**src/hw/env_pkg.sv**
```systemverilog
//####################
// envelope generator package: field widths, vector types,
// envelope state enum, record layout and rate constants.
//####################
`default_nettype none

package env_pkg;

    localparam int ENV_LEVEL_W = 9;           // attenuation, 0 loudest.
    localparam int ENV_RATE_W = 4;
    localparam int SUSTAIN_LVL_W = 4;
    localparam int FNUM_W = 10;
    localparam int BLOCK_W = 3;
    localparam int RATE_COUNT_W = 15;         // per operator rate counter.
    localparam int RATE_OVF_W = 3;            // envelope steps per visit.
    localparam int RATE_SUM_W = RATE_COUNT_W + RATE_OVF_W;
    localparam int EFF_RATE_W = 6;
    localparam int ENV_REC_W = ENV_LEVEL_W + 2 + 1; // level, state, key.

    typedef logic [ENV_LEVEL_W-1:0] env_level_t;
    typedef logic [ENV_RATE_W-1:0] env_rate_t;
    typedef logic [SUSTAIN_LVL_W-1:0] sustain_lvl_t; // level is field * 32.
    typedef logic [FNUM_W-1:0] fnum_t;
    typedef logic [BLOCK_W-1:0] block_t;
    typedef logic [RATE_COUNT_W-1:0] rate_count_t;
    typedef logic [RATE_OVF_W-1:0] rate_ovf_t;
    typedef logic [EFF_RATE_W-1:0] eff_rate_t;  // 0 to 60.
    typedef logic [ENV_REC_W-1:0] env_rec_t;

    typedef enum logic [1:0] {
        env_attack,
        env_decay,
        env_sustain,
        env_release
    } env_state_t;

    localparam env_level_t ENV_LEVEL_MAX = 9'd511;  // silent.
    localparam eff_rate_t EFF_RATE_MAX = 6'd60;

    // record is {level, state, key}; a fresh operator is silent, released, key up.
    localparam env_rec_t ENV_REC_INIT = {ENV_LEVEL_MAX, env_release, 1'b0};

endpackage

`default_nettype wire
```
**src/hw/env_gen_top.sv**
```systemverilog
//####################
// envelope generator top level.
//####################
`timescale 1ns/10ps
`default_nettype none

module env_gen_top #(
    parameter int NUM_BANKS = 2,
    parameter int OPS_PER_BANK = 18
) (
    input wire clk,
    input wire arst_n,
    input wire slot_en,                             // one cycle per visit.
    input wire [$clog2(NUM_BANKS)-1:0] bank_num,
    input wire [$clog2(OPS_PER_BANK)-1:0] op_num,
    input wire key_on,
    input wire ksr,
    input wire nts,
    input wire env_pkg::fnum_t fnum,
    input wire env_pkg::block_t block,
    input wire env_pkg::env_rate_t attack_rate,
    input wire env_pkg::env_rate_t decay_rate,
    input wire env_pkg::sustain_lvl_t sustain_level,
    input wire env_pkg::env_rate_t release_rate,
    output logic env_valid,                         // slot_en + 2.
    output logic [$clog2(NUM_BANKS)-1:0] env_bank,
    output logic [$clog2(OPS_PER_BANK)-1:0] env_op,
    output env_pkg::env_level_t env_level
);

    import env_pkg::*;

    localparam int TAG_W = $clog2(NUM_BANKS) + $clog2(OPS_PER_BANK);

    env_rate_t requested_rate;
    rate_ovf_t rate_ovf;
    logic [2:1][TAG_W-1:0] tag_p;

    env_rate_counter #(
        .NUM_BANKS(NUM_BANKS),
        .OPS_PER_BANK(OPS_PER_BANK)
    ) i_env_rate_counter (
        .clk, .arst_n, .slot_en, .bank_num, .op_num,
        .ksr, .nts, .fnum, .block,
        .requested_rate,
        .rate_ovf
    );

    env_attenuation #(
        .NUM_BANKS(NUM_BANKS),
        .OPS_PER_BANK(OPS_PER_BANK)
    ) i_env_attenuation (
        .clk, .arst_n, .slot_en, .bank_num, .op_num, .key_on,
        .attack_rate, .decay_rate, .sustain_level, .release_rate,
        .rate_ovf,
        .requested_rate,
        .env_valid,
        .env_level
    );

    // output tags line up with env_level at p2.
    op_delay_line #(
        .WIDTH(TAG_W),
        .STAGES(2)
    ) i_out_tag_dly (
        .clk,
        .arst_n,
        .din({bank_num, op_num}),
        .dout(tag_p)
    );

    assign {env_bank, env_op} = tag_p[2];

endmodule

`default_nettype wire

```
**src/hw/env_attenuation.sv**
```systemverilog
//####################
// envelope FSM and attenuation level update.
//####################
`timescale 1ns/10ps
`default_nettype none

module env_attenuation #(
    parameter int NUM_BANKS = 2,
    parameter int OPS_PER_BANK = 18
) (
    input wire clk,
    input wire arst_n,
    input wire slot_en,
    input wire [$clog2(NUM_BANKS)-1:0] bank_num,
    input wire [$clog2(OPS_PER_BANK)-1:0] op_num,
    input wire key_on,
    input wire env_pkg::env_rate_t attack_rate,
    input wire env_pkg::env_rate_t decay_rate,
    input wire env_pkg::sustain_lvl_t sustain_level,
    input wire env_pkg::env_rate_t release_rate,
    input wire env_pkg::rate_ovf_t rate_ovf,        // overflow from the rate counter at p1.
    output env_pkg::env_rate_t requested_rate,      // rate in force at p0.
    output logic env_valid,                         // p2.
    output env_pkg::env_level_t env_level           // p2.
);

    import env_pkg::*;

    localparam int BANK_W = $clog2(NUM_BANKS);
    localparam int OP_W = $clog2(OPS_PER_BANK);
    localparam int DEPTH = NUM_BANKS * OPS_PER_BANK;
    localparam int IDX_W = $clog2(DEPTH);
    localparam int TAG_W = 2 + SUSTAIN_LVL_W + 2 + BANK_W + OP_W;

    logic [2:0] shadow_q [DEPTH] = '{default: ENV_REC_INIT[2:0]}; // {state, key}.
    logic [IDX_W-1:0] idx_p0;
    logic [IDX_W-1:0] idx_p2;
    logic [2:0] shadow_p0;
    env_state_t state_p0;
    logic [2:1][TAG_W-1:0] tag_p;
    logic valid_p1;
    logic key_p1;
    sustain_lvl_t sl_p1;
    logic [1:0] state_dec_raw_p1;
    logic valid_p2;
    logic [BANK_W-1:0] bank_p2;
    logic [OP_W-1:0] op_p2;
    env_rec_t rec_p1;
    env_level_t rec_level_p1;
    logic [1:0] rec_state_raw_p1;
    logic rec_key_p1;
    env_state_t state_p1;
    env_level_t sustain_target_p1;
    env_level_t attack_dec_p1;
    logic [ENV_LEVEL_W:0] level_sum_p1;
    env_level_t level_next_p1;
    env_state_t state_next_p1;
    env_level_t level_q;
    env_state_t state_q;
    logic key_q;

    // rising key enters attack, key up enters release, else hold.
    function automatic env_state_t next_state(input logic key, input logic key_prev,
                                              input env_state_t state);
        if (key && !key_prev) begin
            return env_attack;
        end
        if (!key) begin
            return env_release;
        end
        return state;
    endfunction

    // state decided at p0 from the shadow so the rate is ready before the memory read.
    always_comb begin
        idx_p0 = IDX_W'(bank_num * OPS_PER_BANK + op_num);
        shadow_p0 = shadow_q[idx_p0];
        state_p0 = next_state(key_on, shadow_p0[0], env_state_t'(shadow_p0[2:1]));
        case (state_p0)
            env_attack: requested_rate = attack_rate;
            env_decay: requested_rate = decay_rate;
            env_release: requested_rate = release_rate;
            default: requested_rate = '0;           // sustain holds.
        endcase
    end

    op_delay_line #(
        .WIDTH(TAG_W),
        .STAGES(2)
    ) i_tag_dly (
        .clk,
        .arst_n,
        .din({slot_en, key_on, sustain_level, state_p0, bank_num, op_num}),
        .dout(tag_p)
    );

    always_comb begin
        {valid_p1, key_p1, sl_p1, state_dec_raw_p1} = tag_p[1][TAG_W-1:BANK_W+OP_W];
        valid_p2 = tag_p[2][TAG_W-1];
        {bank_p2, op_p2} = tag_p[2][BANK_W+OP_W-1:0];
        idx_p2 = IDX_W'(bank_p2 * OPS_PER_BANK + op_p2);
    end

    op_state_mem #(
        .WIDTH(ENV_REC_W),
        .NUM_BANKS(NUM_BANKS),
        .OPS_PER_BANK(OPS_PER_BANK),
        .INIT(ENV_REC_INIT)
    ) i_rec_mem (
        .clk,
        .we(valid_p2),
        .wbank(bank_p2),
        .waddr(op_p2),
        .wdata({level_q, state_q, key_q}),
        .re(slot_en),
        .rbank(bank_num),
        .raddr(op_num),
        .rdata(rec_p1)
    );

    // level step at p1 from the stored record and the overflow.
    always_comb begin
        {rec_level_p1, rec_state_raw_p1, rec_key_p1} = rec_p1;
        state_p1 = next_state(key_p1, rec_key_p1, env_state_t'(rec_state_raw_p1));
        sustain_target_p1 = {sl_p1, 5'b0};
        attack_dec_p1 = ENV_LEVEL_W'(rate_ovf) * (ENV_LEVEL_W'(rec_level_p1[8:4]) + 9'd1);
        level_sum_p1 = {1'b0, rec_level_p1} + (ENV_LEVEL_W + 1)'(rate_ovf);
        level_next_p1 = rec_level_p1;
        state_next_p1 = state_p1;
        case (state_p1)
            env_attack: begin
                if (attack_dec_p1 >= rec_level_p1) begin
                    level_next_p1 = '0;             // loudest level moves on to decay.
                    state_next_p1 = env_decay;
                end else begin
                    level_next_p1 = rec_level_p1 - attack_dec_p1;
                end
            end
            env_decay: begin
                if (level_sum_p1 >= {1'b0, sustain_target_p1}) begin
                    level_next_p1 = sustain_target_p1;
                    state_next_p1 = env_sustain;
                end else begin
                    level_next_p1 = level_sum_p1[ENV_LEVEL_W-1:0];
                end
            end
            env_release: begin
                if (level_sum_p1 > {1'b0, ENV_LEVEL_MAX}) begin
                    level_next_p1 = ENV_LEVEL_MAX;  // saturate at silence.
                end else begin
                    level_next_p1 = level_sum_p1[ENV_LEVEL_W-1:0];
                end
            end
            default: ;                              // sustain holds.
        endcase
    end

    always_ff @(posedge clk) begin
        level_q <= level_next_p1;
        state_q <= state_next_p1;
        key_q <= key_p1;
    end

    always_ff @(posedge clk) begin
        if (valid_p2) begin
            shadow_q[idx_p2] <= {state_q, key_q};   // same write-back as the record.
        end
    end

    assign env_valid = valid_p2;
    assign env_level = level_q;

    // shadow decision at p0 has to match the stored record seen at p1.
    a_shadow_match: assert property (@(posedge clk) disable iff (!arst_n)
        valid_p1 |-> state_p1 == env_state_t'(state_dec_raw_p1));
    a_attack_no_rise: assert property (@(posedge clk) disable iff (!arst_n)
        valid_p1 && state_p1 == env_attack |=> level_q <= $past(rec_level_p1));

endmodule

`default_nettype wire

```
**src/hw/env_rate_counter.sv**
```systemverilog
//####################
// key scaled effective rate and per operator
// rate counter, overflow out at p1.
//####################
`timescale 1ns/10ps
`default_nettype none

module env_rate_counter #(
    parameter int NUM_BANKS = 2,
    parameter int OPS_PER_BANK = 18
) (
    input wire clk,
    input wire arst_n,
    input wire slot_en,                             // p0 strobe.
    input wire [$clog2(NUM_BANKS)-1:0] bank_num,
    input wire [$clog2(OPS_PER_BANK)-1:0] op_num,
    input wire ksr,                                 // key scale rate.
    input wire nts,                                 // keyboard split select.
    input wire env_pkg::fnum_t fnum,
    input wire env_pkg::block_t block,
    input wire env_pkg::env_rate_t requested_rate,  // from the envelope FSM, p0.
    output env_pkg::rate_ovf_t rate_ovf             // p1.
);

    import env_pkg::*;

    localparam int BANK_W = $clog2(NUM_BANKS);
    localparam int OP_W = $clog2(OPS_PER_BANK);
    localparam int TAG_W = 2 + BANK_W + OP_W;       // strobe, rate nonzero, bank, op.

    logic ks_bit_p0;
    logic [3:0] ks_raw_p0;
    logic [3:0] ks_offset_p0;
    logic [6:0] rate_sum_p0;                        // up to 15 + 60.
    eff_rate_t eff_rate_p1;
    logic [2:0] inc_base_p1;
    logic [RATE_SUM_W-1:0] inc_p1;
    logic [RATE_SUM_W-1:0] sum_p1;
    rate_count_t counter_p1;
    rate_count_t counter_new_p2;
    logic [2:1][TAG_W-1:0] tag_p;
    logic en_p2;
    logic nz_p1;
    logic nz_p2;
    logic [BANK_W-1:0] bank_p2;
    logic [OP_W-1:0] op_p2;

    op_delay_line #(
        .WIDTH(TAG_W),
        .STAGES(2)
    ) i_tag_dly (
        .clk,
        .arst_n,
        .din({slot_en, (requested_rate != '0), bank_num, op_num}),
        .dout(tag_p)
    );

    always_comb begin
        {en_p2, nz_p2, bank_p2, op_p2} = tag_p[2];
        nz_p1 = tag_p[1][TAG_W-2];
    end

    // key scale offset, 0 to 15, quartered without ksr.
    always_comb begin
        ks_bit_p0 = nts ? fnum[8] : fnum[9];
        ks_raw_p0 = {block, ks_bit_p0};
        ks_offset_p0 = ksr ? ks_raw_p0 : (ks_raw_p0 >> 2);
        rate_sum_p0 = 7'(ks_offset_p0) + {1'b0, requested_rate, 2'b00};
    end

    always_ff @(posedge clk) begin
        if (rate_sum_p0 > 7'(EFF_RATE_MAX)) begin
            eff_rate_p1 <= EFF_RATE_MAX;            // clamp.
        end else begin
            eff_rate_p1 <= rate_sum_p0[EFF_RATE_W-1:0];
        end
    end

    op_state_mem #(
        .WIDTH(RATE_COUNT_W),
        .NUM_BANKS(NUM_BANKS),
        .OPS_PER_BANK(OPS_PER_BANK),
        .INIT('0)
    ) i_counter_mem (
        .clk,
        .we(en_p2 && nz_p2),                        // a zero rate leaves the counter.
        .wbank(bank_p2),
        .waddr(op_p2),
        .wdata(counter_new_p2),
        .re(slot_en),
        .rbank(bank_num),
        .raddr(op_num),
        .rdata(counter_p1)
    );

    // increment is (4 | low bits) << upper bits.
    always_comb begin
        inc_base_p1 = {1'b1, eff_rate_p1[1:0]};
        inc_p1 = RATE_SUM_W'(inc_base_p1) << eff_rate_p1[EFF_RATE_W-1:2];
        sum_p1 = RATE_SUM_W'(counter_p1) + inc_p1;
        rate_ovf = nz_p1 ? sum_p1[RATE_SUM_W-1:RATE_COUNT_W] : '0;
    end

    always_ff @(posedge clk) begin
        counter_new_p2 <= sum_p1[RATE_COUNT_W-1:0];  // wraps, overflow went out.
    end

    a_zero_rate_no_ovf: assert property (@(posedge clk) disable iff (!arst_n)
        slot_en && requested_rate == '0 |=> rate_ovf == '0);

endmodule

`default_nettype wire

```
**src/hw/op_state_mem.sv**
```systemverilog
//####################
// banked per operator memory, registered read.
//####################
`timescale 1ns/10ps
`default_nettype none

module op_state_mem #(
    parameter int WIDTH = 8,
    parameter int NUM_BANKS = 2,
    parameter int OPS_PER_BANK = 18,
    parameter logic [WIDTH-1:0] INIT = '0
) (
    input wire clk,
    input wire we,                                  // write-back at p2.
    input wire [$clog2(NUM_BANKS)-1:0] wbank,
    input wire [$clog2(OPS_PER_BANK)-1:0] waddr,
    input wire [WIDTH-1:0] wdata,
    input wire re,                                  // read at p0.
    input wire [$clog2(NUM_BANKS)-1:0] rbank,
    input wire [$clog2(OPS_PER_BANK)-1:0] raddr,
    output logic [WIDTH-1:0] rdata = INIT           // valid at p1.
);

    localparam int DEPTH = NUM_BANKS * OPS_PER_BANK;
    localparam int IDX_W = $clog2(DEPTH);

    logic [WIDTH-1:0] mem [DEPTH] = '{default: INIT};  // power-up value only.
    logic [IDX_W-1:0] widx;
    logic [IDX_W-1:0] ridx;

    // banks sit one after the other.
    always_comb begin
        widx = IDX_W'(wbank * OPS_PER_BANK + waddr);
        ridx = IDX_W'(rbank * OPS_PER_BANK + raddr);
    end

    always_ff @(posedge clk) begin
        if (we) begin
            mem[widx] <= wdata;
        end
    end

    always_ff @(posedge clk) begin
        if (re) begin
            rdata <= mem[ridx];                     // old data on a same-cycle write.
        end
    end

    // an operator revisited too soon would read a word whose
    // write-back from its previous visit has not landed yet.
    a_raw_same_cycle: assert property (@(posedge clk)
        re |-> !(we && widx == ridx));
    a_raw_next_cycle: assert property (@(posedge clk)
        re |=> !(we && widx == $past(ridx)));

endmodule

`default_nettype wire

```
**src/hw/op_delay_line.sv**
```systemverilog
//####################
// tag and valid delay line, every stage visible.
//####################
`timescale 1ns/10ps
`default_nettype none

module op_delay_line #(
    parameter int WIDTH = 1,
    parameter int STAGES = 2
) (
    input wire clk,
    input wire arst_n,
    input wire [WIDTH-1:0] din,
    output logic [STAGES:1][WIDTH-1:0] dout  // dout[n] is din delayed n cycles.
);

    // the whole chain clears so no stale valid survives a reset.
    always_ff @(posedge clk or negedge arst_n) begin
        if (!arst_n) begin
            dout <= '0;
        end else begin
            dout[1] <= din;                      // p1.
            for (int i = 2; i <= STAGES; i++) begin
                dout[i] <= dout[i-1];            // p2 and on.
            end
        end
    end

endmodule

`default_nettype wire

```
**config.mk**
```make
export PLATFORM = sky130hd
export DESIGN_NAME = env_gen_top
export DESIGN_NICKNAME = d
export VERILOG_FILES = /design/src/hw/env_pkg.sv /design/src/hw/env_gen_top.sv /design/src/hw/env_attenuation.sv /design/src/hw/env_rate_counter.sv /design/src/hw/op_state_mem.sv /design/src/hw/op_delay_line.sv
export SDC_FILE = /design/constraint.sdc
export NUM_CORES = 1
export LEC_CHECK = 0
export BUFFER_PORTS_ARGS = -buffer_cell sky130_fd_sc_hd__buf_2
export CAP_MARGIN = 20
export CORE_UTILIZATION = 41
export DETAILED_ROUTE_END_ITERATION = 8
export GPL_TIMING_DRIVEN = 0
export PLACE_DENSITY = 0.62
export SLEW_MARGIN = 20
export SYNTH_ARGS = -nofsm -noshare
export SYNTH_HDL_FRONTEND = slang
export SYNTH_HIERARCHICAL = 1
export SYNTH_SLANG_ARGS = --single-unit
```
**constraint.sdc**
```tcl
create_clock -name clk -period 5.8 [get_ports clk]
set_clock_uncertainty 0.05 [all_clocks]
set_input_delay 0.58 -clock clk [delete_from_list [all_inputs] [get_ports clk]]
set_output_delay 0.58 -clock clk [all_outputs]
set_load 0.01 [all_outputs]
```
==> results of run 1 <==
-- where the power goes --
group | internal (W) | switching [W] | total [W] | leakage [nW]
logic | 0.00112 | 0.00165 | 0.00277 | 6.87
registers | 0.0105 | 0.000928 | 0.0114 | 10.8
clock network | 0.00459 | 0.00321 | 0.00780 | 1.94
-- sequential cells by signal, summed over array words and instances (netlist names) --
| register | count |
|---|---|
| i_env_rate_counter/i_counter_mem/mem | 540 |
| i_env_attenuation/i_rec_mem/mem | 432 |
| i_env_attenuation/shadow_q | 108 |
| i_env_attenuation/i_tag_dly/dout | 19 |
| i_env_rate_counter/i_tag_dly/dout | 16 |
| i_env_rate_counter/counter_new_p2 | 15 |
| i_env_rate_counter/i_counter_mem/rdata | 15 |
| i_env_attenuation/i_rec_mem/rdata | 12 |
| i_out_tag_dly/dout | 12 |
| i_env_attenuation/env_level | 9 |
| i_env_rate_counter/eff_rate_p1 | 6 |
| i_env_attenuation/state_q | 2 |
| i_env_attenuation/key_q | 1 |
-- cell type report --
class                   count  share of cell area (%)
plain buffers             132                    1.62
repair buffers            146                    2.35
clock buffers             139                    5.42
multi-input cells        1520                    23.6
flip-flops and latches   1187                    61.8
clock inverters            76                    1.57
inverters                  42                   0.277
well taps                1536                    3.38
-- how the worst min path moves through the flow --
stage | from | endpoint | slack [ns]
floorplan | arst_n | i_env_attenuation/i_tag_dly/dout[0] | 0.23
global placement | i_env_rate_counter/i_tag_dly/dout[5] | i_env_rate_counter/i_tag_dly/dout[13] | 0.28
detailed placement | i_env_attenuation/i_tag_dly/dout[13] | i_env_attenuation/i_tag_dly/dout[27] | 0.28
CTS | ksr | i_env_rate_counter/eff_rate_p1[0] | 0.06
global route | ksr | i_env_rate_counter/eff_rate_p1[0] | 0.1
finish | ksr | i_env_rate_counter/eff_rate_p1[0] | 0.10
-- layer usage --
| metal | vias up | part of all wire, % |
|---|---|---|
| met4 | 0 | 3.8 |
| li1 | 12000 | - |
| met5 | - | 0 |
| met3 | 181 | 5.2 |
| met1 | 13800 | 42 |
| met2 | 848 | 49 |
-- repair_timing --
item | 4_1_cts | 5_1_grt
buffers inserted | 28 | 16
hold endpoints to repair | 52 | 0
pin swaps | 37 | 20
setup endpoints to repair | 11 | 10
gates resized for setup | 58 | 37
hold buffers | 6 | 0
gates cloned | 0 | 1
-- metrics by stage --
| stage | power (W) | instance area [µm²] | setup slack (ns) | hold WS [ns] | cells |
|---|---|---|---|---|---|
| after detailed placement | 0.0140 | 52000 | -1.38 | 0.285 | 4511 |
| final | 0.0220 | 56800 | -0.119 | 0.102 | 4778 |
| after floorplan | 0.0127 | 49000 | 0.0241 | 0.234 | 2881 |
| after CTS | 0.0220 | 56500 | -0.134 | 0.0577 | 4760 |
| after global placement | 0.0139 | 51200 | -1.40 | 0.283 | 4465 |
| after global routing | 0.0227 | 56800 | -0.331 | 0.0968 | 4778 |
==> metrics.txt, run 1 <==
# TYPE chip_impl_metric gauge
chip_impl_metric{name="relSlewSlack",unit="%"} 22.8
chip_impl_info{name="routing_layer_with_the_top_usage_in_global_route",value="met2"} 1
chip_impl_metric{name="groute.layer.met1.usage",unit="%"} 26.7
chip_impl_info{name="critPathCaptureType",value="flop"} 1
chip_impl_metric{name="critical_path.max_stage_delay",unit="ns"} 0.49
chip_impl_metric{name="worstPathMaxFanout",unit=""} 7
chip_impl_info{name="unrepaired_setup_endpoints_after_global_routing",value="true"} 1
chip_impl_metric{name="tritoncts.num_buffers",unit=""} 116
chip_impl_metric{name="use_met2",unit="%"} 32.7
chip_impl_metric{name="final-max-slew-violation-count",unit=""} 0
chip_impl_metric{name="first_global_vias",unit=""} 26300
chip_impl_metric{name="worstSkewPairLatency",unit="ns"} 0.69
chip_impl_metric{name="final_net_count",unit=""} 3256
chip_impl_metric{name="io_buffer_count",unit=""} 48
chip_impl_info{name="worst_setup_path_startpoint",value="i_env_rate_counter/eff_rate_p1[2]"} 1
chip_impl_metric{name="finalCoreUtilization",unit="%"} 48.1
chip_impl_info{name="outcome",value="finished, violations left"} 1
chip_impl_metric{name="critical_path_required",unit="ns"} 6.35
chip_impl_metric{name="shortest_period_the_worst_path_allows",unit="ns"} 5.92
chip_impl_metric{name="grt_antenna_before_repair",unit=""} 2
chip_impl_info{name="cts_tree",value="yes"} 1
chip_impl_metric{name="fp.dieArea",unit="mm²"} 0.121
chip_impl_metric{name="globalRouteOverflowTotal",unit=""} 0
chip_impl_metric{name="n_fill_cell",unit=""} 9815
chip_impl_metric{name="mappedNetlistNets",unit=""} 2992
chip_impl_metric{name="drt_pass1_iterations",unit=""} 7
chip_impl_info{name="rr_endpoint",value="i_env_attenuation/env_level[4]"} 1
chip_impl_metric{name="drt_wl_total",unit="µm"} 121000
chip_impl_info{name="worst-setup-path-type",value="flop to flop"} 1
chip_impl_metric{name="dp_hpwl",unit="µm"} 81200
chip_impl_metric{name="detailedRoute.firstIterationViolations",unit=""} 2461
chip_impl_metric{name="timing.final.setup_violations",unit=""} 9
chip_impl_metric{name="syn2layout_area_growth",unit="%"} 16.1
chip_impl_metric{name="cts-root-to-sink-buffers",unit=""} 3
chip_impl_metric{name="globalplace.congestion",unit=""} 0.894
chip_impl_info{name="failed_checks",value="negative setup slack"} 1
chip_impl_metric{name="globalRouteTotalUtil",unit="%"} 19.8
chip_impl_metric{name="clock_h_tree_levels",unit=""} 3
chip_impl_metric{name="via_count",unit=""} 26800
chip_impl_info{name="worstSetupStartpointType",value="flop"} 1
chip_impl_metric{name="cp.depth",unit=""} 27
chip_impl_metric{name="drive_gt1_share",unit="%"} 22.4
chip_impl_metric{name="min_delay_path_depth",unit=""} 2
chip_impl_metric{name="leakage",unit="nW"} 19.6
chip_impl_metric{name="seq_area",unit="mm²"} 0.0351
chip_impl_info{name="worstHoldPathType",value="input port to flop"} 1
chip_impl_metric{name="setup_ws",unit="ns"} -0.119
chip_impl_metric{name="drt-wirelength-per-cell",unit="µm"} 25.2
chip_impl_info{name="critical_path.reg2reg.startpoint",value="i_env_rate_counter/eff_rate_p1[2]"} 1
chip_impl_metric{name="yosys_warnings",unit=""} 6
chip_impl_info{name="mostFrequentLayoutCells",value="edfxtp_1 (1107), mux2i_1 (335), nand2_1 (140), nor2_1 (136), clkbuf_16 (117)"} 1
chip_impl_metric{name="power.ir.vdd_worst",unit="mV"} 0.331
chip_impl_metric{name="area_taken_by_multi_input_logic_gates",unit="mm²"} 0.0134
chip_impl_info{name="most_common_cell_after_layout_fill_and_taps_aside",value="edfxtp_1"} 1
chip_impl_metric{name="area_of_the_placeable_core",unit="mm²"} 0.118
chip_impl_metric{name="grt_max_degree",unit=""} 49
chip_impl_metric{name="synth.avg_cell_area",unit="µm²"} 17.0
chip_impl_metric{name="highest_achievable_clock_rate",unit="MHz"} 169
chip_impl_info{name="slowest_cell_on_crit_path",value="fa_1"} 1
chip_impl_metric{name="number_of_routed_nets_with_antenna_violations",unit=""} 0
chip_impl_metric{name="starting_density_of_the_core",unit="%"} 41.4
chip_impl_metric{name="drcViolationCount",unit=""} 0
chip_impl_metric{name="die_w",unit="µm"} 348
chip_impl_metric{name="timing_hold_violations_final",unit=""} 0
chip_impl_metric{name="pwr_density_cell",unit="mW/mm²"} 386
chip_impl_metric{name="use_met3",unit="%"} 2.58
chip_impl_metric{name="timing.critical_path.arrival",unit="ns"} 6.47
chip_impl_metric{name="timing.setup.tns",unit="ns"} -0.676
chip_impl_metric{name="num_io_pins",unit=""} 57
chip_impl_metric{name="worst-slew-pin-transition",unit="ns"} 1.15
chip_impl_metric{name="period_share",unit="%"} 102
chip_impl_metric{name="viasPerCell",unit=""} 5.61
chip_impl_info{name="clock_tree.root_cell",value="clkbuf_16"} 1
chip_impl_metric{name="fp.dieH",unit="µm"} 348
chip_impl_metric{name="diodes",unit=""} 0
chip_impl_metric{name="r2r_slack",unit="ns"} -0.12
chip_impl_metric{name="worst-path-buf-inv",unit=""} 3
chip_impl_metric{name="maxCapViolations",unit=""} 0
chip_impl_info{name="timing.critical_path.max_delay_family",value="compound AO/OA/AOI/OAI gates"} 1
chip_impl_metric{name="synthesis.instances",unit=""} 2881
chip_impl_metric{name="placement_rows",unit=""} 126
chip_impl_metric{name="clock_sink_count",unit=""} 1187
chip_impl_metric{name="rr_worst_depth",unit=""} 27
chip_impl_metric{name="first_pass_grt_wire_length",unit="µm"} 176000
chip_impl_info{name="cp-endpoint",value="i_env_attenuation/env_level[4]"} 1
chip_impl_metric{name="post_synth_design_cell_area",unit="mm²"} 0.0490
chip_impl_metric{name="cts.clk_slew.worst_paths",unit="ns"} 0.07
Note: power is estimated with default switching activity, not from simulation.
==> run 2, diff against run 1 <==
--- a/config.mk
+++ b/config.mk
@@ -7,10 +7,12 @@
 export LEC_CHECK = 0
 export BUFFER_PORTS_ARGS = -buffer_cell sky130_fd_sc_hd__buf_2
 export CAP_MARGIN = 20
+export CELL_PAD_IN_SITES_DETAIL_PLACEMENT = 1
+export CELL_PAD_IN_SITES_GLOBAL_PLACEMENT = 2
 export CORE_UTILIZATION = 41
 export DETAILED_ROUTE_END_ITERATION = 8
 export GPL_TIMING_DRIVEN = 0
-export PLACE_DENSITY = 0.62
+export PLACE_DENSITY = 0.76
 export SLEW_MARGIN = 20
 export SYNTH_ARGS = -nofsm -noshare
 export SYNTH_HDL_FRONTEND = slang
==> metrics.txt, run 2 (synthesis gave the netlist of run 1 again) <==
# TYPE chip_impl_metric gauge
chip_impl_metric{name="worstPathMaxFanout",unit=""} 5
chip_impl_metric{name="leakage",unit="nW"} 19.3
chip_impl_metric{name="netSwitchingFraction",unit="%"} 27.0
chip_impl_metric{name="io_buffer_count",unit=""} 48
chip_impl_metric{name="globalRouteTotalUtil",unit="%"} 21.9
chip_impl_metric{name="power.internal",unit="W"} 0.0158
chip_impl_metric{name="clock_h_tree_levels",unit=""} 3
chip_impl_info{name="slowest_cell_on_crit_path",value="fa_1"} 1
chip_impl_metric{name="cts.clk_slew.worst_paths",unit="ns"} 0.06
chip_impl_metric{name="timing.final.setup_violations",unit=""} 9
chip_impl_metric{name="grt_max_degree",unit=""} 69
chip_impl_metric{name="finish.instance_area",unit="mm²"} 0.0563
chip_impl_metric{name="final-max-slew-violation-count",unit=""} 0
chip_impl_metric{name="highest_achievable_clock_rate",unit="MHz"} 168
chip_impl_metric{name="syn2layout_area_growth",unit="%"} 15.0
chip_impl_metric{name="largest_reg_flops",unit=""} 540
chip_impl_metric{name="drcViolationCount",unit=""} 0
chip_impl_metric{name="drt-wirelength-per-cell",unit="µm"} 27.9
chip_impl_metric{name="clock_sink_count",unit=""} 1187
chip_impl_metric{name="switchingPower",unit="W"} 0.00585
chip_impl_metric{name="starting_density_of_the_core",unit="%"} 41.4
chip_impl_metric{name="final_net_count",unit=""} 3225
chip_impl_metric{name="power.clock.fraction",unit="%"} 34.8
chip_impl_metric{name="sequentialPowerShare",unit="%"} 52.9
chip_impl_metric{name="portion_of_total_power_attributed_to_combinational_logic",unit="%"} 12.3
chip_impl_metric{name="drive_gt1_share",unit="%"} 21.3
chip_impl_metric{name="timing_hold_violations_final",unit=""} 0
chip_impl_metric{name="globalRouteOverflowTotal",unit=""} 0
chip_impl_metric{name="shortest_period_the_worst_path_allows",unit="ns"} 5.95
chip_impl_metric{name="pwr_density_cell",unit="mW/mm²"} 385
chip_impl_metric{name="via_count",unit=""} 27200
chip_impl_metric{name="critical_path_required",unit="ns"} 6.38
chip_impl_metric{name="critical_path.max_stage_delay",unit="ns"} 0.50
chip_impl_metric{name="num_io_pins",unit=""} 57
chip_impl_info{name="layout_top_registers",value="i_env_rate_counter/i_counter_mem/mem: 540 flops, i_env_attenuation/i_rec_mem/mem: 432 flops, i_env_attenuation/shadow_q: 108 flops"} 1
chip_impl_metric{name="number_of_routed_nets_with_antenna_violations",unit=""} 0
chip_impl_metric{name="n_fill_cell",unit=""} 11200
chip_impl_info{name="cts_tree",value="yes"} 1
chip_impl_info{name="critPathCaptureType",value="flop"} 1
chip_impl_info{name="worst-setup-path-type",value="flop to flop"} 1
chip_impl_metric{name="fp.dieArea",unit="mm²"} 0.121
chip_impl_metric{name="setup_ws",unit="ns"} -0.149
chip_impl_metric{name="detailed_place.area",unit="mm²"} 0.0519
chip_impl_info{name="clock_tree.root_cell",value="clkbuf_16"} 1
chip_impl_metric{name="area_of_the_placeable_core",unit="mm²"} 0.118
chip_impl_metric{name="relSlewSlack",unit="%"} 26.9
chip_impl_metric{name="first_pass_grt_wire_length",unit="µm"} 194000
chip_impl_metric{name="drt_wl_total",unit="µm"} 132000
chip_impl_metric{name="globalplace.congestion",unit=""} 0.901
chip_impl_metric{name="fp.dieH",unit="µm"} 348
chip_impl_metric{name="worstSkewPairLatency",unit="ns"} 0.71
chip_impl_info{name="worstSetupStartpointType",value="flop"} 1
chip_impl_info{name="top_register",value="i_env_rate_counter/i_counter_mem/mem"} 1
chip_impl_metric{name="power.ir.vdd_worst",unit="mV"} 0.295
chip_impl_info{name="mostFrequentLayoutCells",value="edfxtp_1 (1107), mux2i_1 (335), nand2_1 (145), nor2_1 (132), clkbuf_16 (118)"} 1
chip_impl_info{name="unrepaired_setup_endpoints_after_global_routing",value="true"} 1
chip_impl_info{name="worstHoldPathType",value="input port to flop"} 1
chip_impl_metric{name="dp_hpwl",unit="µm"} 89500
chip_impl_metric{name="cts-root-to-sink-buffers",unit=""} 3
chip_impl_metric{name="detailedRoute.firstIterationViolations",unit=""} 2174
chip_impl_metric{name="first_global_vias",unit=""} 29100
chip_impl_metric{name="placement_rows",unit=""} 126
chip_impl_info{name="most_common_cell_after_layout_fill_and_taps_aside",value="edfxtp_1"} 1
chip_impl_metric{name="grt_antenna_before_repair",unit=""} 5
chip_impl_metric{name="tritoncts.num_buffers",unit=""} 118
chip_impl_metric{name="period_share",unit="%"} 103
chip_impl_info{name="outcome",value="finished, violations left"} 1
chip_impl_metric{name="maxCapViolations",unit=""} 0
chip_impl_metric{name="diodes",unit=""} 0
chip_impl_metric{name="viasPerCell",unit=""} 5.72
chip_impl_metric{name="die_w",unit="µm"} 348
chip_impl_metric{name="timing.setup.tns",unit="ns"} -1.12
chip_impl_metric{name="drt_pass1_iterations",unit=""} 5
chip_impl_metric{name="timing.critical_path.arrival",unit="ns"} 6.53
chip_impl_info{name="failed_checks",value="negative setup slack"} 1
chip_impl_metric{name="worst-slew-pin-transition",unit="ns"} 1.10
[run 2: power by group through the flow]
stage | clock network, W | registers [W] | logic (W)
3_5_place_dp | 0 | 0.0117 | 0.00247
2_1_floorplan | 0 | 0.0111 | 0.00155
3_3_place_gp | 0 | 0.0117 | 0.00224
4_1_cts | 0.00768 | 0.0115 | 0.00264
6_report | 0.00755 | 0.0115 | 0.00267
5_1_grt | 0.00795 | 0.0115 | 0.00285
[run 2: layout make-up]
type                       count  area (µm²)  area share [%]
sequential                  1187       35100            62.4
multi-input combinational   1520       13300            23.7
inverter                      42         158           0.280
timing repair buffer         114        1030            1.83
clock buffer                 146        3190            5.66
buffer                       131         912            1.62
tap                         1536        1920            3.41
clock inverter                72         649            1.15
[run 2: repair_timing]
action                                 in CTS  in global routing
gates resized for setup                    61                 12
setup buffers                              21                  4
pin swaps                                  40                  5
hold buffers                                6                  0
endpoints found under the hold margin      26                  0
setup endpoints to repair                  11                 11
[run 2: metal layers]
| metal | vias up | wire [µm] | global-route usage (%) |
|---|---|---|---|
| met3 | 203 | 6310 | 2.95 |
| met1 | 14300 | 53900 | 27.6 |
| li1 | 11900 | - | - |
| met5 | - | 0 | 0 |
| met2 | 726 | 68600 | 39.2 |
| met4 | 0 | 3640 | 6.29 |
[run 2: metrics by stage]
stage / util (%) / setup slack [ns] / cells / hold slack [ns] / power, W
global placement: 43.3 / -1.28 / 4465 / 0.283 / 0.0139
finish: 47.6 / -0.149 / 4748 / 0.0616 / 0.0217
global route: 47.6 / -0.453 / 4748 / 0.0650 / 0.0223
detailed placement: 43.9 / -1.41 / 4498 / 0.286 / 0.0141
floorplan: - / 0.0241 / 2881 / 0.234 / 0.0127
CTS: 47.5 / -0.0909 / 4742 / 0.0225 / 0.0218
[run 2: worst paths after layout]
path / start / end / slack, ns / cells past startpoint
worst max-delay path: i_env_rate_counter/eff_rate_p1[2] / i_env_attenuation/env_level[6] / -0.15 / 27
worst min-delay path: ksr / i_env_rate_counter/eff_rate_p1[0] / 0.06 / 2
worst max register to register: i_env_rate_counter/eff_rate_p1[2] / i_env_attenuation/env_level[6] / -0.15 / 27
worst min register to register: i_out_tag_dly/dout[3] / i_out_tag_dly/dout[9] / 0.30 / 0
max in group asynchronous: arst_n / i_env_rate_counter/i_tag_dly/dout[15] / 4.83 / 3
min in group asynchronous: arst_n / i_env_attenuation/i_tag_dly/dout[1] / 0.31 / 2
[run 2: critical path: cells and delay by family (launching register included)]
| kind | cells | cell delay, ns |
|---|---|---|
| simple gates | 5 | 0.84 |
| buf+inv | 3 | 0.27 |
| xor+xnor | 1 | 0.10 |
| flops | 1 | 0.36 |
| compound gates | 12 | 2.24 |
| fa+ha+maj | 6 | 2.00 |
==> run 3, diff against run 2 <==
--- a/config.mk
+++ b/config.mk
@@ -11,8 +11,9 @@
 export CELL_PAD_IN_SITES_GLOBAL_PLACEMENT = 2
 export CORE_UTILIZATION = 41
 export DETAILED_ROUTE_END_ITERATION = 8
-export GPL_TIMING_DRIVEN = 0
+export GPL_TIMING_DRIVEN = 1
 export PLACE_DENSITY = 0.76
+export SKIP_CTS_REPAIR_TIMING = 1
 export SLEW_MARGIN = 20
 export SYNTH_ARGS = -nofsm -noshare
 export SYNTH_HDL_FRONTEND = slang
==> metrics.txt, run 3 (synthesis gave the netlist of run 1 again) <==
# TYPE chip_impl_metric gauge
chip_impl_metric{name="drt-wirelength-per-cell",unit="µm"} 26.2
chip_impl_metric{name="syn2layout_area_growth",unit="%"} 14.9
chip_impl_info{name="cts_tree",value="yes"} 1
chip_impl_info{name="failed_checks",value="negative setup slack"} 1
chip_impl_info{name="worst_hold_startpoint",value="key_on"} 1
chip_impl_metric{name="cts-root-to-sink-buffers",unit=""} 3
chip_impl_metric{name="power.ir.vdd_worst",unit="mV"} 0.286
chip_impl_info{name="layout_top_registers",value="i_env_rate_counter/i_counter_mem/mem: 540 flops, i_env_attenuation/i_rec_mem/mem: 432 flops, i_env_attenuation/shadow_q: 108 flops"} 1
chip_impl_metric{name="r2r_slack",unit="ns"} -0.01
chip_impl_metric{name="maxCapViolations",unit=""} 0
chip_impl_info{name="most_common_cell_after_layout_fill_and_taps_aside",value="edfxtp_1"} 1
chip_impl_info{name="worst-setup-path-type",value="flop to flop"} 1
chip_impl_metric{name="fp.dieH",unit="µm"} 348
chip_impl_metric{name="worstSkewPairLatency",unit="ns"} 0.73
chip_impl_metric{name="grt_max_degree",unit=""} 73
chip_impl_metric{name="worstPathMaxFanout",unit=""} 5
chip_impl_metric{name="via_count",unit=""} 27000
chip_impl_metric{name="timing_hold_violations_final",unit=""} 0
chip_impl_metric{name="worst-slew-pin-transition",unit="ns"} 1.13
chip_impl_info{name="slowest_cell_on_crit_path",value="fa_1"} 1
chip_impl_metric{name="relSlewSlack",unit="%"} 24.8
chip_impl_info{name="critical-path-top-cell-by-count",value="buf_4"} 1
chip_impl_metric{name="largest_reg_flops",unit=""} 540
chip_impl_metric{name="die_w",unit="µm"} 348
chip_impl_metric{name="rr_worst_depth",unit=""} 27
chip_impl_metric{name="cts.clk_slew.worst_paths",unit="ns"} 0.06
chip_impl_info{name="critical_path.reg2reg.startpoint",value="i_env_rate_counter/eff_rate_p1[4]"} 1
chip_impl_metric{name="globalRouteOverflowTotal",unit=""} 0
chip_impl_info{name="worstSetupStartpointType",value="flop"} 1
chip_impl_info{name="rr_endpoint",value="i_env_attenuation/env_level[4]"} 1
chip_impl_info{name="top_register",value="i_env_rate_counter/i_counter_mem/mem"} 1
chip_impl_metric{name="clock_h_tree_levels",unit=""} 3
chip_impl_metric{name="drt_pass1_iterations",unit=""} 7
chip_impl_metric{name="drive_gt1_share",unit="%"} 21.3
chip_impl_metric{name="grt_antenna_before_repair",unit=""} 7
chip_impl_metric{name="num_io_pins",unit=""} 57
chip_impl_metric{name="highest_achievable_clock_rate",unit="MHz"} 172
chip_impl_metric{name="globalplace.congestion",unit=""} 0.833
chip_impl_metric{name="first_pass_grt_wire_length",unit="µm"} 185000
chip_impl_info{name="mostFrequentLayoutCells",value="edfxtp_1 (1107), mux2i_1 (335), buf_4 (199), nor2_1 (165), nand2_1 (142)"} 1
chip_impl_metric{name="fin_cells",unit=""} 4768
chip_impl_metric{name="timing.final.setup_violations",unit=""} 1
chip_impl_metric{name="fp.dieArea",unit="mm²"} 0.121
chip_impl_info{name="unrepaired_setup_endpoints_after_global_routing",value="true"} 1
chip_impl_metric{name="viasPerCell",unit=""} 5.66
chip_impl_metric{name="critical_path.max_stage_delay",unit="ns"} 0.55
chip_impl_metric{name="number_of_routed_nets_with_antenna_violations",unit=""} 0
chip_impl_metric{name="placement_rows",unit=""} 126
chip_impl_metric{name="leakage",unit="nW"} 19.5
chip_impl_metric{name="final_net_count",unit=""} 3243
chip_impl_metric{name="detailedRoute.firstIterationViolations",unit=""} 2042
chip_impl_info{name="clock_tree.root_cell",value="clkbuf_16"} 1
chip_impl_metric{name="drt_wl_total",unit="µm"} 125000
chip_impl_metric{name="tritoncts.num_buffers",unit=""} 117
chip_impl_metric{name="starting_density_of_the_core",unit="%"} 41.4
chip_impl_metric{name="timing.critical_path.arrival",unit="ns"} 6.34
chip_impl_metric{name="dp_hpwl",unit="µm"} 78900
chip_impl_metric{name="area_of_the_placeable_core",unit="mm²"} 0.118
chip_impl_metric{name="placed_cell_count",unit=""} 4525
chip_impl_metric{name="pwr_density_cell",unit="mW/mm²"} 388
chip_impl_metric{name="drcViolationCount",unit=""} 0
chip_impl_info{name="critPathCaptureType",value="flop"} 1
chip_impl_info{name="cp-endpoint",value="i_env_attenuation/env_level[4]"} 1
chip_impl_metric{name="shortest_period_the_worst_path_allows",unit="ns"} 5.81
chip_impl_metric{name="timing.setup.tns",unit="ns"} -0.0126
chip_impl_metric{name="period_share",unit="%"} 100
chip_impl_metric{name="first_global_vias",unit=""} 28700
chip_impl_metric{name="io_buffer_count",unit=""} 48
chip_impl_metric{name="clock_sink_count",unit=""} 1187
chip_impl_info{name="outcome",value="finished, violations left"} 1
chip_impl_metric{name="finalHoldWorstSlack",unit="ns"} 0.0159
chip_impl_info{name="worst_setup_path_startpoint",value="i_env_rate_counter/eff_rate_p1[4]"} 1
chip_impl_metric{name="critical_path_required",unit="ns"} 6.33
chip_impl_info{name="worstHoldPathType",value="input port to flop"} 1
chip_impl_metric{name="setup_ws",unit="ns"} -0.0126
chip_impl_metric{name="globalRouteTotalUtil",unit="%"} 20.5
chip_impl_metric{name="final-max-slew-violation-count",unit=""} 0
## run 3: changes by cell type in the layout (fill, tap and decap cells not counted), moves of 7 or more
cell,previous run,this run
clkinv_2,27,16
nor2_2,68,38
buf_2,78,47
clkinv_1,24,16
buf_1,7,0
dfxtp_1,2,26
clkbuf_8,15,5
buf_8,16,1
buf_6,35,8
buf_4,51,199
clkbuf_1,51,37
nor2_1,132,165
dfxtp_2,25,6
## run 3: metal layers
layer,track usage (%),wire (µm)
met4,6.76,3740
met3,2.43,5680
met5,0,0
met2,35.6,63800
met1,26.6,51500
## run 3: metrics by stage
step | power (W) | worst slack [ns] | util [%] | cell area, µm²
final | 0.0218 | -0.0126 | 47.6 | 56300
after floorplan | 0.0127 | 0.0241 | - | 49000
after global placement | 0.0141 | -0.327 | 43.8 | 51800
after global routing | 0.0226 | -0.249 | 47.6 | 56300
after detailed placement | 0.0143 | -0.404 | 43.9 | 51900
after CTS | 0.0218 | -0.467 | 47.1 | 55700
## run 3: area by class of cell
type,count,area (µm²)
clock buffers,160,3160
clock inverters,57,628
inverters,42,158
repair buffers,264,1950
well taps,1536,1920
multi-input cells,1520,13400
fillers,11300,62000
diodes,2,5.00
flip-flops and latches,1187,35100
## run 3: how the worst min path moves through the flow
stage	to	slack, ns	cells past startpoint
floorplan	i_env_attenuation/i_tag_dly/dout[0]	0.23	0
detailed placement	i_env_attenuation/i_tag_dly/dout[15]	0.29	0
global placement	i_env_attenuation/i_tag_dly/dout[16]	0.28	0
global route	i_env_attenuation/i_tag_dly/dout[12]	0.0004	1
CTS	i_out_tag_dly/dout[5]	-0.11	2
finish	i_env_attenuation/i_tag_dly/dout[12]	0.02	1
## run 3: power by group
group | internal [W] | leakage (nW) | switching [W]
sequential | 0.0104 | 10.8 | 0.000203
combinational | 0.00126 | 6.86 | 0.00242
clock | 0.00430 | 1.83 | 0.00321
total | 0.0160 | 19.5 | 0.00583
## run 3: critical path: cells and delay by family, from the launching register on
kind                     cells  cell delay, ns
adder cells (fa/ha/maj)      5            1.73
AND/OR/NAND/NOR              9            1.71
AO/OA/AOI/OAI                7            1.16
buffers and inverters        5            0.59
flip-flops                   1            0.36
XOR/XNOR                     1            0.10
